File: config.mk
export PLATFORM = sky130hd
export DESIGN_NAME = full_mover
export DESIGN_NICKNAME = d
export VERILOG_FILES = /design/src/common/mover_pkg.sv /design/src/source/full_mover.sv /design/src/servo_link/servo_uart_tx.sv /design/src/servo_link/servo_arbiter.sv /design/src/sequencer/park_seq.sv /design/src/sequencer/pick_place_seq.sv /design/src/sequencer/job_scheduler.sv
export SDC_FILE = /design/constraint.sdc
export NUM_CORES = 1
export LEC_CHECK = 0
export ABC_CLOCK_PERIOD_IN_PS = 4500
export BUFFER_PORTS_ARGS = -buffer_cell sky130_fd_sc_hd__buf_2
export CORE_UTILIZATION = 35
export CTS_CLUSTER_DIAMETER = 80
export CTS_CLUSTER_SIZE = 24
export DETAILED_ROUTE_END_ITERATION = 8
export PLACE_DENSITY = 0.53
export SYNTH_ARGS = -nofsm -noshare
export SYNTH_HDL_FRONTEND = slang
export SYNTH_HIERARCHICAL = 1
export SYNTH_SLANG_ARGS = --single-unit
File: constraint.sdc
create_clock -name clk_slow -period 4.5 [get_ports clk_slow]
set_input_delay 0.225 -clock clk_slow [delete_from_list [all_inputs] [get_ports clk_slow]]
set_output_delay 0.225 -clock clk_slow [all_outputs]
set_load 0.05 [all_outputs]
File: src/common/mover_pkg.sv
package mover_pkg;

    localparam int coord_x_w = 9;
    localparam int coord_y_w = 8;
    localparam int angle_w = 12;

    typedef logic [1:0] color_t;
    typedef logic [1:0] shape_t;

    localparam color_t color_red = 2'd0;
    localparam color_t color_blue = 2'd1;
    localparam color_t color_yellow = 2'd2;
    localparam color_t color_black = 2'd3;

    localparam shape_t shape_square = 2'd0;
    localparam shape_t shape_circle = 2'd1;
    localparam shape_t shape_hexagon = 2'd2;

    localparam logic [7:0] frame_header = 8'h55;
    localparam int frame_bytes = 5;

    typedef union packed {
        struct packed {
            logic [7:0]  header;
            logic [7:0]  id;
            logic [15:0] angle;
            logic [7:0]  move_time;                  // in settle units
        } f;
        logic [0:frame_bytes-1][7:0] b;              // b[0] goes out first
    } servo_frame_u;

    // joint order 0 to 3
    localparam logic [0:3][7:0] servo_id_tbl = {8'd0, 8'd1, 8'd2, 8'd4};
    localparam logic [0:3][angle_w-1:0] park_angle_tbl = {12'd1529, 12'd1840, 12'd1199, 12'd842};
    localparam logic [0:3][angle_w-1:0] pick_base = {12'd1400, 12'd1600, 12'd1300, 12'd900};
    localparam logic [0:3][angle_w-1:0] place_base = {12'd1800, 12'd1500, 12'd1100, 12'd700};

    localparam logic [angle_w-1:0] place_color_step = 12'd64;
    localparam logic [angle_w-1:0] place_shape_step = 12'd16;

    localparam logic [coord_x_w-1:0] grid_x_origin = 9'd83;
    localparam logic [coord_y_w-1:0] grid_y_origin = 8'd100;

    localparam logic [7:0] pick_time = 8'd8;
    localparam logic [7:0] park_time = 8'd3;
    localparam logic [7:0] place_time = 8'd5;

endpackage
File: src/source/full_mover.sv
`timescale 1ns/1ps

module full_mover #(
    parameter int baud_div = 4,
    parameter int settle_unit = 8
) (
    input  logic                                clk_slow,
    input  logic                                rst_n,
    input  logic [mover_pkg::coord_x_w-1:0]     square_x,
    input  logic [mover_pkg::coord_y_w-1:0]     square_y,
    input  logic [mover_pkg::coord_x_w-1:0]     circle_x,
    input  logic [mover_pkg::coord_y_w-1:0]     circle_y,
    input  logic [mover_pkg::coord_x_w-1:0]     hexagon_x,
    input  logic [mover_pkg::coord_y_w-1:0]     hexagon_y,
    output mover_pkg::color_t                   color_select,
    input  logic                                process_ok,
    input  logic                                en,
    input  logic                                move_to_home,
    output logic                                pump_enable,
    output logic                                mov_complete,
    output logic                                sub_module_reset,
    output logic                                uart_pin
);

    logic job_valid;
    logic job_ready;
    logic job_done;
    logic [mover_pkg::coord_x_w-1:0] job_x;
    logic [mover_pkg::coord_y_w-1:0] job_y;
    mover_pkg::color_t job_color;
    mover_pkg::shape_t job_shape;
    logic pick_cmd_valid;
    logic pick_cmd_ready;
    mover_pkg::servo_frame_u pick_cmd_frame;
    logic park_cmd_valid;
    logic park_cmd_ready;
    mover_pkg::servo_frame_u park_cmd_frame;
    logic link_valid;
    logic link_ready;
    mover_pkg::servo_frame_u link_frame;

    job_scheduler job_scheduler_inst (
        .clk_slow(clk_slow),
        .rst_n(rst_n),
        .en(en),
        .process_ok(process_ok),
        .square_x(square_x),
        .circle_x(circle_x),
        .hexagon_x(hexagon_x),
        .square_y(square_y),
        .circle_y(circle_y),
        .hexagon_y(hexagon_y),
        .color_select(color_select),
        .sub_module_reset(sub_module_reset),
        .mov_complete(mov_complete),
        .job_valid(job_valid),
        .job_x(job_x),
        .job_y(job_y),
        .job_color(job_color),
        .job_shape(job_shape),
        .job_ready(job_ready),
        .job_done(job_done)
    );

    pick_place_seq pick_place_seq_inst (
        .clk_slow(clk_slow),
        .rst_n(rst_n),
        .job_valid(job_valid),
        .job_x(job_x),
        .job_y(job_y),
        .job_color(job_color),
        .job_shape(job_shape),
        .job_ready(job_ready),
        .job_done(job_done),
        .cmd_valid(pick_cmd_valid),
        .cmd_frame(pick_cmd_frame),
        .cmd_ready(pick_cmd_ready),
        .pump_enable(pump_enable)
    );

    park_seq park_seq_inst (
        .clk_slow(clk_slow),
        .rst_n(rst_n),
        .move_to_home(move_to_home),
        .cmd_valid(park_cmd_valid),
        .cmd_frame(park_cmd_frame),
        .cmd_ready(park_cmd_ready)
    );

    servo_arbiter servo_arbiter_inst (
        .clk_slow(clk_slow),
        .rst_n(rst_n),
        .park_valid(park_cmd_valid),
        .park_frame(park_cmd_frame),
        .park_ready(park_cmd_ready),
        .pick_valid(pick_cmd_valid),
        .pick_frame(pick_cmd_frame),
        .pick_ready(pick_cmd_ready),
        .link_valid(link_valid),
        .link_frame(link_frame),
        .link_ready(link_ready)
    );

    servo_uart_tx #(
        .baud_div(baud_div),
        .settle_unit(settle_unit)
    ) servo_uart_tx_inst (
        .clk_slow(clk_slow),
        .rst_n(rst_n),
        .link_valid(link_valid),
        .link_frame(link_frame),
        .link_ready(link_ready),
        .uart_pin(uart_pin)
    );

endmodule

File: src/servo_link/servo_uart_tx.sv
`timescale 1ns/1ps

module servo_uart_tx #(
    parameter int baud_div = 4,
    parameter int settle_unit = 8
) (
    input  logic                        clk_slow,
    input  logic                        rst_n,
    input  logic                        link_valid,
    input  mover_pkg::servo_frame_u     link_frame,
    output logic                        link_ready,
    output logic                        uart_pin
);

    localparam int baud_w = $clog2(baud_div + 1);
    localparam int settle_w = $clog2(256 * settle_unit + 1);
    localparam logic [1:0] st_idle = 2'd0;
    localparam logic [1:0] st_send = 2'd1;
    localparam logic [1:0] st_settle = 2'd2;

    logic [1:0] state;
    mover_pkg::servo_frame_u frame_q;
    logic [9:0] shreg;                                  // stop, data, start
    logic [3:0] bit_cnt;
    logic [2:0] byte_idx;
    logic [baud_w-1:0] baud_cnt;
    logic [settle_w-1:0] settle_cnt;

    assign link_ready = (state == st_idle);
    assign uart_pin = shreg[0];

    always_ff @(posedge clk_slow)
    begin
        if (link_valid && link_ready)
            frame_q <= link_frame;
    end

    always_ff @(posedge clk_slow or negedge rst_n)
    begin
        if (!rst_n)
        begin
            state <= st_idle;
            shreg <= '1;
            bit_cnt <= '0;
            byte_idx <= '0;
            baud_cnt <= '0;
            settle_cnt <= '0;
        end
        else
        begin
            case (state)
                st_idle:
                begin
                    if (link_valid)
                    begin
                        shreg <= {1'b1, link_frame.b[0], 1'b0};
                        bit_cnt <= '0;
                        byte_idx <= '0;
                        baud_cnt <= '0;
                        state <= st_send;
                    end
                end
                st_send:
                begin
                    if (baud_cnt != baud_w'(baud_div - 1))
                        baud_cnt <= baud_cnt + 1'b1;
                    else
                    begin
                        baud_cnt <= '0;
                        if (bit_cnt != 4'd9)
                        begin
                            shreg <= {1'b1, shreg[9:1]};   // lsb first
                            bit_cnt <= bit_cnt + 4'd1;
                        end
                        else if (byte_idx != 3'(mover_pkg::frame_bytes - 1))
                        begin
                            shreg <= {1'b1, frame_q.b[byte_idx + 3'd1], 1'b0};
                            bit_cnt <= '0;
                            byte_idx <= byte_idx + 3'd1;
                        end
                        else
                        begin
                            settle_cnt <= settle_w'(frame_q.f.move_time * settle_unit);
                            state <= st_settle;
                        end
                    end
                end
                st_settle:
                begin
                    if (settle_cnt <= settle_w'(1))
                        state <= st_idle;
                    else
                        settle_cnt <= settle_cnt - 1'b1;
                end
                default:
                    state <= st_idle;
            endcase
        end
    end

endmodule

File: src/servo_link/servo_arbiter.sv
`timescale 1ns/1ps

module servo_arbiter (
    input  logic                        clk_slow,
    input  logic                        rst_n,
    input  logic                        park_valid,
    input  mover_pkg::servo_frame_u     park_frame,
    output logic                        park_ready,
    input  logic                        pick_valid,
    input  mover_pkg::servo_frame_u     pick_frame,
    output logic                        pick_ready,
    output logic                        link_valid,
    output mover_pkg::servo_frame_u     link_frame,
    input  logic                        link_ready
);

    logic owned;
    logic sel_park;

    assign link_valid = owned && (sel_park ? park_valid : pick_valid);
    assign link_frame = sel_park ? park_frame : pick_frame;
    assign park_ready = owned && sel_park && link_ready;
    assign pick_ready = owned && !sel_park && link_ready;

    // decide only once the link is free, so park overtakes a waiting pick
    always_ff @(posedge clk_slow or negedge rst_n)
    begin
        if (!rst_n)
        begin
            owned <= 1'b0;
            sel_park <= 1'b0;
        end
        else if (!owned)
        begin
            if (link_ready && (park_valid || pick_valid))
            begin
                owned <= 1'b1;
                sel_park <= park_valid;                 // park wins ties
            end
        end
        else if (link_valid && link_ready)
            owned <= 1'b0;                              // one command per grant
    end

endmodule

File: src/sequencer/park_seq.sv
`timescale 1ns/1ps

module park_seq (
    input  logic                        clk_slow,
    input  logic                        rst_n,
    input  logic                        move_to_home,
    output logic                        cmd_valid,
    output mover_pkg::servo_frame_u     cmd_frame,
    input  logic                        cmd_ready
);

    localparam logic [0:3][1:0] park_order = {2'd1, 2'd2, 2'd0, 2'd3};

    logic home_q;
    logic [1:0] idx;
    logic [1:0] joint;

    assign joint = park_order[idx];

    always_comb
    begin
        cmd_frame.f.header = mover_pkg::frame_header;
        cmd_frame.f.id = mover_pkg::servo_id_tbl[joint];
        cmd_frame.f.angle = 16'(mover_pkg::park_angle_tbl[joint]);
        cmd_frame.f.move_time = mover_pkg::park_time;
    end

    always_ff @(posedge clk_slow or negedge rst_n)
    begin
        if (!rst_n)
        begin
            home_q <= 1'b0;
            idx <= 2'd0;
            cmd_valid <= 1'b0;
        end
        else
        begin
            home_q <= move_to_home;
            if (!cmd_valid)
            begin
                if (move_to_home && !home_q)            // rising edge only
                    cmd_valid <= 1'b1;
            end
            else if (cmd_ready)
            begin
                idx <= idx + 2'd1;                      // wraps back to 0 after joint 3
                if (idx == 2'd3)
                    cmd_valid <= 1'b0;
            end
        end
    end

endmodule

File: src/sequencer/pick_place_seq.sv
`timescale 1ns/1ps

module pick_place_seq (
    input  logic                                clk_slow,
    input  logic                                rst_n,
    input  logic                                job_valid,
    input  logic [mover_pkg::coord_x_w-1:0]     job_x,
    input  logic [mover_pkg::coord_y_w-1:0]     job_y,
    input  mover_pkg::color_t                   job_color,
    input  mover_pkg::shape_t                   job_shape,
    output logic                                job_ready,
    output logic                                job_done,
    output logic                                cmd_valid,
    output mover_pkg::servo_frame_u             cmd_frame,
    input  logic                                cmd_ready,
    output logic                                pump_enable
);

    localparam int aw = mover_pkg::angle_w;

    logic busy;
    logic [3:0] cmd_idx;
    logic [mover_pkg::coord_x_w-1:0] x_off;
    logic [mover_pkg::coord_y_w-1:0] y_off;
    logic [mover_pkg::coord_x_w-2:0] col;
    logic [mover_pkg::coord_y_w-2:0] row;
    mover_pkg::color_t color_q;
    mover_pkg::shape_t shape_q;
    logic [1:0] joint;
    logic [aw-1:0] angle;
    logic [7:0] move_time;

    assign job_ready = !busy;
    assign x_off = job_x - mover_pkg::grid_x_origin;
    assign y_off = job_y - mover_pkg::grid_y_origin;

    // phases of four: pick, park, place, park
    always_comb
    begin
        joint = cmd_idx[2] ? cmd_idx[1:0] + 2'd1 : 2'd0 - cmd_idx[1:0];  // 1230 or 0321
        if (cmd_idx[2])
        begin
            angle = mover_pkg::park_angle_tbl[joint];
            move_time = mover_pkg::park_time;
        end
        else if (!cmd_idx[3])
        begin
            move_time = mover_pkg::pick_time;
            case (joint)
                2'd1:    angle = mover_pkg::pick_base[joint] + aw'(row);
                2'd2:    angle = mover_pkg::pick_base[joint] - aw'(row);
                default: angle = mover_pkg::pick_base[joint] + aw'(col);
            endcase
        end
        else
        begin
            move_time = mover_pkg::place_time;
            angle = mover_pkg::place_base[joint]
                  + aw'(color_q) * mover_pkg::place_color_step
                  + aw'(shape_q) * mover_pkg::place_shape_step;
        end
    end

    always_comb
    begin
        cmd_frame.f.header = mover_pkg::frame_header;
        cmd_frame.f.id = mover_pkg::servo_id_tbl[joint];
        cmd_frame.f.angle = 16'(angle);
        cmd_frame.f.move_time = move_time;
    end

    always_ff @(posedge clk_slow or negedge rst_n)
    begin
        if (!rst_n)
        begin
            busy <= 1'b0;
            cmd_idx <= 4'd0;
            cmd_valid <= 1'b0;
            job_done <= 1'b0;
            pump_enable <= 1'b0;
        end
        else
        begin
            job_done <= 1'b0;
            if (!busy)
            begin
                if (job_valid)
                begin
                    busy <= 1'b1;
                    cmd_idx <= 4'd0;
                    cmd_valid <= 1'b1;
                end
            end
            else if (cmd_valid && cmd_ready)
            begin
                if (cmd_idx == 4'd3)
                    pump_enable <= 1'b1;                // grip on joint 1 pick
                if (cmd_idx == 4'd12)
                    pump_enable <= 1'b0;                // release on return park
                cmd_idx <= cmd_idx + 4'd1;
                if (cmd_idx == 4'd15)
                begin
                    busy <= 1'b0;
                    cmd_valid <= 1'b0;
                    job_done <= 1'b1;
                end
            end
        end
    end

    always_ff @(posedge clk_slow)
    begin
        if (job_valid && job_ready)
        begin
            col <= x_off[mover_pkg::coord_x_w-1:1];    // grid cell is 2 units wide
            row <= y_off[mover_pkg::coord_y_w-1:1];
            color_q <= job_color;
            shape_q <= job_shape;
        end
    end

endmodule

File: src/sequencer/job_scheduler.sv
`timescale 1ns/1ps

module job_scheduler (
    input  logic                                clk_slow,
    input  logic                                rst_n,
    input  logic                                en,
    input  logic                                process_ok,
    input  logic [mover_pkg::coord_x_w-1:0]     square_x,
    input  logic [mover_pkg::coord_x_w-1:0]     circle_x,
    input  logic [mover_pkg::coord_x_w-1:0]     hexagon_x,
    input  logic [mover_pkg::coord_y_w-1:0]     square_y,
    input  logic [mover_pkg::coord_y_w-1:0]     circle_y,
    input  logic [mover_pkg::coord_y_w-1:0]     hexagon_y,
    output mover_pkg::color_t                   color_select,
    output logic                                sub_module_reset,
    output logic                                mov_complete,
    output logic                                job_valid,
    output logic [mover_pkg::coord_x_w-1:0]     job_x,
    output logic [mover_pkg::coord_y_w-1:0]     job_y,
    output mover_pkg::color_t                   job_color,
    output mover_pkg::shape_t                   job_shape,
    input  logic                                job_ready,
    input  logic                                job_done
);

    localparam logic [2:0] st_idle = 3'd0;
    localparam logic [2:0] st_reset = 3'd1;
    localparam logic [2:0] st_wait_ok = 3'd2;
    localparam logic [2:0] st_select = 3'd3;
    localparam logic [2:0] st_offer = 3'd4;
    localparam logic [2:0] st_busy = 3'd5;
    localparam logic [2:0] st_next = 3'd6;

    logic [2:0] state;
    logic rst_cnt;
    mover_pkg::shape_t shape_idx;
    logic [mover_pkg::coord_x_w-1:0] cur_x;
    logic [mover_pkg::coord_y_w-1:0] cur_y;
    logic present;

    always_comb
    begin
        case (shape_idx)
            mover_pkg::shape_square:
            begin
                cur_x = square_x;
                cur_y = square_y;
            end
            mover_pkg::shape_circle:
            begin
                cur_x = circle_x;
                cur_y = circle_y;
            end
            default:
            begin
                cur_x = hexagon_x;
                cur_y = hexagon_y;
            end
        endcase
    end

    assign present = (cur_x != '0) && (cur_y != '0);    // zero means no such shape

    always_ff @(posedge clk_slow or negedge rst_n)
    begin
        if (!rst_n)
        begin
            state <= st_idle;
            color_select <= mover_pkg::color_red;
            shape_idx <= mover_pkg::shape_square;
            rst_cnt <= 1'b0;
            sub_module_reset <= 1'b0;
            mov_complete <= 1'b0;
            job_valid <= 1'b0;
        end
        else if (!en)
        begin
            state <= st_idle;
            color_select <= mover_pkg::color_red;
            sub_module_reset <= 1'b0;
            mov_complete <= 1'b0;
            job_valid <= 1'b0;
        end
        else
        begin
            mov_complete <= 1'b0;
            case (state)
                st_idle:
                begin
                    sub_module_reset <= 1'b1;
                    rst_cnt <= 1'b0;
                    state <= st_reset;
                end
                st_reset:
                begin
                    rst_cnt <= 1'b1;
                    if (rst_cnt)                        // second cycle of the pulse
                    begin
                        sub_module_reset <= 1'b0;
                        state <= st_wait_ok;
                    end
                end
                st_wait_ok:
                begin
                    if (process_ok)
                    begin
                        shape_idx <= mover_pkg::shape_square;
                        state <= st_select;
                    end
                end
                st_select:
                begin
                    job_valid <= present;
                    state <= present ? st_offer : st_next;
                end
                st_offer:
                begin
                    if (job_ready)
                    begin
                        job_valid <= 1'b0;
                        state <= st_busy;
                    end
                end
                st_busy:
                begin
                    if (job_done)
                        state <= st_next;
                end
                st_next:
                begin
                    if (shape_idx == mover_pkg::shape_hexagon)
                    begin
                        mov_complete <= 1'b1;
                        color_select <= color_select + 2'd1;    // black wraps to red
                        sub_module_reset <= 1'b1;
                        rst_cnt <= 1'b0;
                        state <= st_reset;
                    end
                    else
                    begin
                        shape_idx <= shape_idx + 2'd1;
                        state <= st_select;
                    end
                end
                default:
                    state <= st_idle;
            endcase
        end
    end

    always_ff @(posedge clk_slow)
    begin
        if (state == st_select && present)
        begin
            job_x <= cur_x;
            job_y <= cur_y;
            job_color <= color_select;
            job_shape <= shape_idx;
        end
    end

endmodule

==> results_dict.tcl, run 1 <==
set metrics [dict create \
    path_clk_slew_ps 60 \
    final_area_mm2 0.00996 \
    h-tree-depth 4 \
    io_pins 62 \
    core_area_mm2 0.0253 \
    grt_max_degree 59 \
    post-place-ws_ps 339 \
    ys_warn_count 6 \
    slew_viol_final 0 \
    antenna_found_initial 0 \
    grt_pass1_wl_um 30600 \
    fin_crit_ps 4040 \
    seqCellArea_mm2 0.00384 \
    cts_root_buffer "clkbuf_16" \
    power_per_cell_area_mw_per_mm2 642 \
    drv_cap 0 \
    postCtsSetupRepairBufs 0 \
    fillers 2493 \
    drive_above_1_share 0.199 \
    dp_hpwl_um 13800 \
    hold_class "in -> reg" \
    netlist_instances 850 \
    final_antenna_net_count 0 \
    worst-r2r-cell-count 14 \
    worstSetupPathType "reg -> reg" \
    die_x_um 163 \
    io_buffers 61 \
    die-area_mm2 0.0264 \
    drc 0 \
    layout_common_cells "edfxtp_1 (79), nand2_1 (65), buf_2 (61)" \
    holdPathStages 2 \
    ir_drop_v 0.000274 \
    gr-total-overflow 0 \
    start_kind "flip-flop" \
    layout_commonest_cell "edfxtp_1" \
    n_antenna_cell 0 \
    fmax_ghz 0.247 \
    final_core_util 0.395 \
    cp_max_fo 11 \
    setup_total_negative_slack_ps 0 \
    globalplace.congestion 0.851 \
    cp.required_ps 4670 \
    multiInputGateArea_mm2 0.00455 \
    drtPass1Iterations 5 \
    die-height_um 163 \
    fin_crit_sh 0.898 \
    grt_pass1_vias 5863 \
    syn_avg_cell_area_um2 10.6 \
    fin_nets 999 \
    vias_per_cell 5.02 \
    drtIter0Drc 365 \
    rows 58 \
    timing.final.ws_setup_ps 458 \
    cp.arrival_ps 4210 \
    clkSinkCount 137 \
    ctsLongestPathBuffers 2 \
    wl_per_cell_um 15.1 \
    tightest_slew_ps 938 \
    wl_um 18800 \
    gr-usage-all-layers 0.148 \
    hold_viol_final 0 \
    area.growth.synth_to_final_pct 10.4 \
    end_kind "flip-flop" \
    p_leak_nw 4.32 \
    fin_total_pwr_mw 6.40 \
    placed_cell_area_mm2 0.00935 \
    syn_area_mm2 0.00902 \
    initial_core_util 0.357 \
    relSlewSlack 0.373 \
    setup_viol 0 \
    vias 6238 \
    rsz0062_at_grt "false" \
    cts_buffers 17 \
    clock_latency_ps 430 \
    cts_tree "built" \
    status "completed" \
    fin_worst_skew_ps 11.8 \
]
==> sequential cells by signal, indices dropped and copies added (netlist names), 3 cells and up <==
name,count
job_scheduler_inst/job_x,9
servo_uart_tx_inst/frame_q,40
servo_uart_tx_inst/byte_idx,3
job_scheduler_inst/job_y,7
servo_uart_tx_inst/shreg,9
job_scheduler_inst/state,3
pick_place_seq_inst/cmd_idx,4
servo_uart_tx_inst/baud_cnt,3
pick_place_seq_inst/col,8
pick_place_seq_inst/row,7
servo_uart_tx_inst/settle_cnt,12
servo_uart_tx_inst/bit_cnt,4
==> final timing paths <==
check                                                      from                        endpoint  slack, ps
worst max-delay path             pick_place_seq_inst/cmd_idx[0]  servo_uart_tx_inst/frame_q[19]        460
worst min-delay path                                         en     job_scheduler_inst/state[1]         60
worst max register to register   pick_place_seq_inst/cmd_idx[0]  servo_uart_tx_inst/frame_q[19]        460
worst min register to register  job_scheduler_inst/job_color[1]  pick_place_seq_inst/color_q[1]        420
max in group asynchronous                                 rst_n     servo_arbiter_inst/sel_park       3440
min in group asynchronous                                 rst_n  servo_uart_tx_inst/baud_cnt[2]        490
==> final cells by class <==
class | count | area share
Inverter | 49 | 0.0185
Multi-Input combinational cell | 623 | 0.457
Timing Repair Buffer | 72 | 0.0394
Sequential cell | 137 | 0.385
Clock inverter | 15 | 0.0164
Tap cell | 330 | 0.0414
Clock buffer | 17 | 0.0427
==> power breakdown <==
part / switching [mW] / internal, mW / total [mW] / leakage, nW
logic: 1.73 / 1.46 / 3.19 / 2.59
registers: 0.166 / 1.62 / 1.78 / 1.45
clock network: 0.588 / 0.827 / 1.42 / 0.281
==> worst max-delay path, cell delays in order (launching register included) <==
cell and delay (ps):
dfrtp_1 440, inv_1 90, ha_1 310, inv_1 150, ha_2 340, clkinv_1 250, a211o_1 280, a31o_2 250
ha_1 330, a21o_1 180, a21o_1 230, a2111oi_2 370, or2_0 170, o2111ai_1 120, mux2_4 280
==> per-layer routing <==
layer  track usage  vias to the layer above  wire length, µm
met2         0.233                      157             8620
li1              -                     3137                -
met1         0.203                     2919             9060
met4        0.0467                        0              295
met5             0                        -                0
met3        0.0283                       25              811
==> repair_timing <==
item	in CTS	in global routing
hold endpoints to repair	37	0
endpoints found under the setup margin	0	2
resized for setup	0	1
hold buffers	2	0
==> through the flow <==
stage | cells | hold slack (ps)
2_1_floorplan | 893 | -70.6
6_report | 1243 | 56.0
5_1_grt | 1243 | 50.4
3_5_place_dp | 1209 | 352
4_1_cts | 1243 | 32.1
3_3_place_gp | 1209 | 348
No activity file was read; power rests on OpenSTA's default activity.
==> run 2: changes to the inputs <==
Settings changed: BUFFER_PORTS_ARGS -buffer_cell sky130_fd_sc_hd__buf_2 to default, DONT_BUFFER_PORTS from default to 1, PLACE_DENSITY 0.53 to 0.51.
==> results_dict.tcl, run 2 (synthesized netlist as in run 1, its figures left out) <==
set metrics [dict create \
    drtIter0Drc 365 \
    seqCellArea_mm2 0.00384 \
    worstSetupPathType "reg -> reg" \
    drc 0 \
    p_leak_nw 4.10 \
    clkSinkCount 137 \
    hold_class "in -> reg" \
    slowest_delay_ps 450 \
    setup_total_negative_slack_ps 0 \
    postCtsSetupRepairBufs 0 \
    status "completed" \
    tightest_slew_ps 916 \
    cp.required_ps 4660 \
    die_x_um 163 \
    holdBufCountCts 7 \
    gr-total-overflow 0 \
    largest_reg_flops 40 \
    regMostFlops "servo_uart_tx_inst/frame_q" \
    vias 6050 \
    path_cells "inv_1 > ha_1 > inv_1 > ha_1 > clkinv_1 > a211o_1 > a31o_2 > ha_1 > a21o_1 > a21o_1 > a2111oi_2 > or2_0 > o2111ai_1 > mux2_4" \
    fin_crit_sh 0.910 \
    initial_core_util 0.357 \
    cp_common_cell "ha_1" \
    vias_per_cell 5.10 \
    antenna_found_initial 0 \
    end_kind "flip-flop" \
    area.growth.synth_to_final_pct 7.65 \
    drv_cap 0 \
    cts_buffers 17 \
    io_pins 62 \
    path_clk_slew_ps 60 \
    slew_viol_final 0 \
    fin_total_pwr_mw 6.35 \
    die-area_mm2 0.0264 \
    rsz0062_at_grt "false" \
    h-tree-depth 4 \
    multiInputGateArea_mm2 0.00455 \
    drtPass1Iterations 5 \
    fin_worst_skew_ps 11.1 \
    grt_pass1_wl_um 30400 \
    holdPathStages 1 \
    grt_pass1_vias 5898 \
    cpMaxStageDelayCell "ha_1" \
    core_area_mm2 0.0253 \
    ir_drop_v 0.000294 \
    fin_nets 943 \
    grt_max_degree 59 \
    setup_viol 0 \
    drive_above_1_share 0.139 \
    power_per_cell_area_mw_per_mm2 653 \
    cp.arrival_ps 4250 \
    r2r_slack_ps 400 \
    globalplace.congestion 0.811 \
    fmax_ghz 0.244 \
    die-height_um 163 \
    wl_um 18800 \
    cts_root_buffer "clkbuf_16" \
    relSlewSlack 0.387 \
    gr-usage-all-layers 0.147 \
    clock_latency_ps 420 \
    cts_resized 0 \
    hold_viol_final 0 \
    cp_max_fo 11 \
    io_buffers 0 \
    cts_tree "built" \
    fin_crit_ps 4100 \
    critPathTopFamily "compound AO/OA/AOI/OAI gates" \
    n_antenna_cell 0 \
    wl_per_cell_um 15.8 \
    final_core_util 0.385 \
    path_depth 14 \
    rows 58 \
    dp_hpwl_um 13600 \
    layout_common_cells "edfxtp_1 (79), nand2_1 (65), nor2_1 (59)" \
    start_kind "flip-flop" \
    fillers 2535 \
    ctsLongestPathBuffers 2 \
    final_antenna_net_count 0 \
    reg_top3 "servo_uart_tx_inst/frame_q: 40 flops, servo_uart_tx_inst/settle_cnt: 12 flops" \
    layout_commonest_cell "edfxtp_1" \
    worst-r2r-cell-count 14 \
    path_buf_inv 3 \
]
## run 2: layout make-up
type / count / share of cell area
Clock inverter: 14 / 0.0155
Sequential cell: 137 / 0.395
Tap cell: 330 / 0.0425
Inverter: 49 / 0.0189
Multi-Input combinational cell: 623 / 0.468
Timing Repair Buffer: 16 / 0.0160
Clock buffer: 18 / 0.0442
## run 2: stage by stage
step           std cells  setup WS (ps)  instance area (µm²)  hold slack, ps
3_5_place_dp        1148            430                 9050           -69.2
6_report            1187            404                 9710            20.1
3_3_place_gp        1148            556                 9050           -69.3
4_1_cts             1187            419                 9710           0.115
5_1_grt             1187           37.3                 9710            11.5
2_1_floorplan        893            540                 9190           -70.6
## run 2: worst paths after layout
| check | from | endpoint |
|---|---|---|
| max in group asynchronous | rst_n | servo_uart_tx_inst/shreg[4] |
| max reg2reg | pick_place_seq_inst/cmd_idx[0] | servo_uart_tx_inst/frame_q[19] |
| min | hexagon_y[4] | job_scheduler_inst/job_y[4] |
| min reg2reg | job_scheduler_inst/job_color[0] | pick_place_seq_inst/color_q[0] |
| max | pick_place_seq_inst/cmd_idx[0] | servo_uart_tx_inst/frame_q[19] |
| min in group asynchronous | rst_n | servo_uart_tx_inst/bit_cnt[1] |
## run 2: worst reg2reg max path, delay by kind of cell, from the launching register on
| family | cells | cell delay [ps] |
|---|---|---|
| AOI/OAI and AO/OA | 6 | 1450 |
| adders and majority gates | 3 | 990 |
| buffers and inverters | 3 | 530 |
| DFF | 1 | 430 |
| muxes | 1 | 290 |
| and+or+nand+nor | 1 | 180 |
## run 2: per-layer routing
layer  vias up  part of all wire  GRT usage  wire, µm
li1       3031                 -          -         -
met1      2874              0.48      0.195      8950
met2       129              0.47      0.244      8870
met3        16             0.042     0.0323       782
met4         0            0.0087     0.0344       164
met5         -                 0          0         0
## run 2: report_power, final
| part | total (mW) | internal [mW] | switching, mW |
|---|---|---|---|
| Combinational | 3.16 | 1.46 | 1.71 |
| Clock | 1.37 | 0.819 | 0.555 |
| Sequential | 1.81 | 1.62 | 0.189 |
| Total | 6.35 | 3.89 | 2.45 |
==> run 3: changes to the inputs <==
Settings changed: ABC_AREA from default to 1.
==> results_dict.tcl, run 3 <==
set metrics [dict create \
    layout_commonest_cell "nand2_1" \
    antenna_found_initial 0 \
    min_delay_worst_endpoint "job_scheduler_inst/job_y[3]" \
    min_from "hexagon_y[3]" \
    relSlewSlack 0.320 \
    globalplace.congestion 0.898 \
    end_kind "flip-flop" \
    holdPathStages 2 \
    cp.required_ps 4670 \
    io_buffers 0 \
    area.growth.synth_to_final_pct 7.57 \
    cp_max_fo 13 \
    fin_nets 1303 \
    wl_um 20600 \
    power_per_cell_area_mw_per_mm2 365 \
    drc 0 \
    regMostFlops "servo_uart_tx_inst/frame_q" \
    vias_per_cell 4.65 \
    drtIter0Drc 534 \
    cts_tree "built" \
    n_antenna_cell 0 \
    die-area_mm2 0.0271 \
    clkSinkCount 137 \
    rr_endpoint "servo_uart_tx_inst/frame_q[14]" \
    fin_crit_ps 3840 \
    worst-r2r-cell-count 18 \
    cp.arrival_ps 4020 \
    fin_crit_sh 0.854 \
    wl_per_cell_um 13.3 \
    postCtsSetupRepairBufs 0 \
    status "completed" \
    dp_hpwl_um 14700 \
    vias 7212 \
    die_x_um 165 \
    final_antenna_net_count 0 \
    io_pins 62 \
    fillers 2729 \
    timing.final.ws_setup_ps 656 \
    ctsLongestPathBuffers 2 \
    slowest_delay_ps 520 \
    setup_total_negative_slack_ps 0 \
    fin_total_pwr_mw 3.63 \
    cp_common_cell "nand2_1" \
    stdcell_count 1552 \
    r2r-start "pick_place_seq_inst/cmd_idx[2]" \
    worstSetupPathType "reg -> reg" \
    syn_avg_cell_area_um2 7.66 \
    initial_core_util 0.356 \
    rsz0062_at_grt "false" \
    cts_root_buffer "clkbuf_16" \
    r2r_slack_ps 660 \
    gr-total-overflow 0 \
    core_area_mm2 0.0260 \
    grt_pass1_vias 6885 \
    cts_resized 0 \
    rows 59 \
    hold_viol_final 0 \
    path_clk_slew_ps 60 \
    path_cells "nand2_1 > inv_1 > nor2_1 > ha_1 > inv_1 > a211oi_1 > a31oi_1 > ha_1 > a21oi_1 > nand2_1 > nand2_1 > nand2_1 > o21ai_0 > nand2_1 > nand2_1 > o21ai_0 > nand2_1 > nand2_1" \
    fmax_ghz 0.260 \
    start_kind "flip-flop" \
    die-height_um 165 \
    post-place-ws_ps 663 \
    reg_top3 "servo_uart_tx_inst/frame_q: 40 flops, servo_uart_tx_inst/settle_cnt: 12 flops" \
    hold_class "in -> reg" \
    drive_above_1_share 0.0731 \
    dp_cells 1504 \
    tightest_slew_ps 1020 \
    cts_buffers 17 \
    setup_viol 0 \
    clock_latency_ps 420 \
    netlist_instances 1206 \
    layout_common_cells "nand2_1 (408), inv_1 (121), nor2_1 (92)" \
    grt_max_degree 59 \
    drtPass1Iterations 5 \
    p_leak_nw 4.78 \
    ys_warn_count 6 \
    whs_ps 23.0 \
    fin_worst_skew_ps 13.0 \
    ir_drop_v 0.000350 \
    gr-usage-all-layers 0.161 \
    slew_viol_final 0 \
    cpMaxStageDelayCell "dfrtp_1" \
    largest_reg_flops 40 \
    syn_area_mm2 0.00924 \
    drv_cap 0 \
    holdBufCountCts 16 \
    grt_pass1_wl_um 34100 \
    h-tree-depth 4 \
]
==> run 3: worst max path at each step <==
stage	end	slack, ps	from
2_1_floorplan	servo_uart_tx_inst/frame_q[14]	1310	pick_place_seq_inst/cmd_idx[2]
3_3_place_gp	servo_uart_tx_inst/frame_q[14]	750	pick_place_seq_inst/cmd_idx[2]
3_5_place_dp	servo_uart_tx_inst/frame_q[14]	660	pick_place_seq_inst/cmd_idx[2]
4_1_cts	servo_uart_tx_inst/frame_q[14]	650	pick_place_seq_inst/cmd_idx[2]
5_1_grt	servo_uart_tx_inst/frame_q[14]	110	pick_place_seq_inst/cmd_idx[2]
6_report	servo_uart_tx_inst/frame_q[14]	660	pick_place_seq_inst/cmd_idx[2]
==> run 3: area by class of cell <==
class,instances,area (µm²),area share
clock buffer,24,515,0.0518
timing repair buffer,21,215,0.0216
inverter,134,510,0.0513
tap,335,419,0.0422
clock inverter,8,58.8,0.00591
multi-input combinational,893,4390,0.441
sequential,137,3830,0.386
==> run 3: layer usage <==
| metal | up-vias | share of wire | global-route usage | routed length, µm |
|---|---|---|---|---|
| li1 | 3783 | - | - | - |
| met5 | - | 0 | 0 | 0 |
| met3 | 16 | 0.033 | 0.0304 | 684 |
| met2 | 145 | 0.46 | 0.258 | 9440 |
| met1 | 3268 | 0.50 | 0.221 | 10300 |
| met4 | 0 | 0.0094 | 0.0467 | 194 |
==> run 3: worst max-delay path: cells and delay by family, from the launching register on <==
kind                     cells  cell delay, ps
flip-flops                   1             520
AND/OR/NAND/NOR              9            1100
adder cells (fa/ha/maj)      2             790
buffers and inverters        2             330
AO/OA/AOI/OAI                5             860
==> run 3: power by group <==
group / internal [mW] / switching (mW)
Combinational: 0.246 / 0.461
Sequential: 1.47 / 0.0720
Clock: 0.810 / 0.575
Total: 2.53 / 1.11
==> run 3: through the flow <==
| stage | cell area [µm²] | util |
|---|---|---|
| 2_1_floorplan | 9410 | - |
| 3_3_place_gp | 9190 | 0.354 |
| 3_5_place_dp | 9190 | 0.354 |
| 4_1_cts | 9940 | 0.383 |
| 5_1_grt | 9940 | 0.383 |
| 6_report | 9940 | 0.383 |
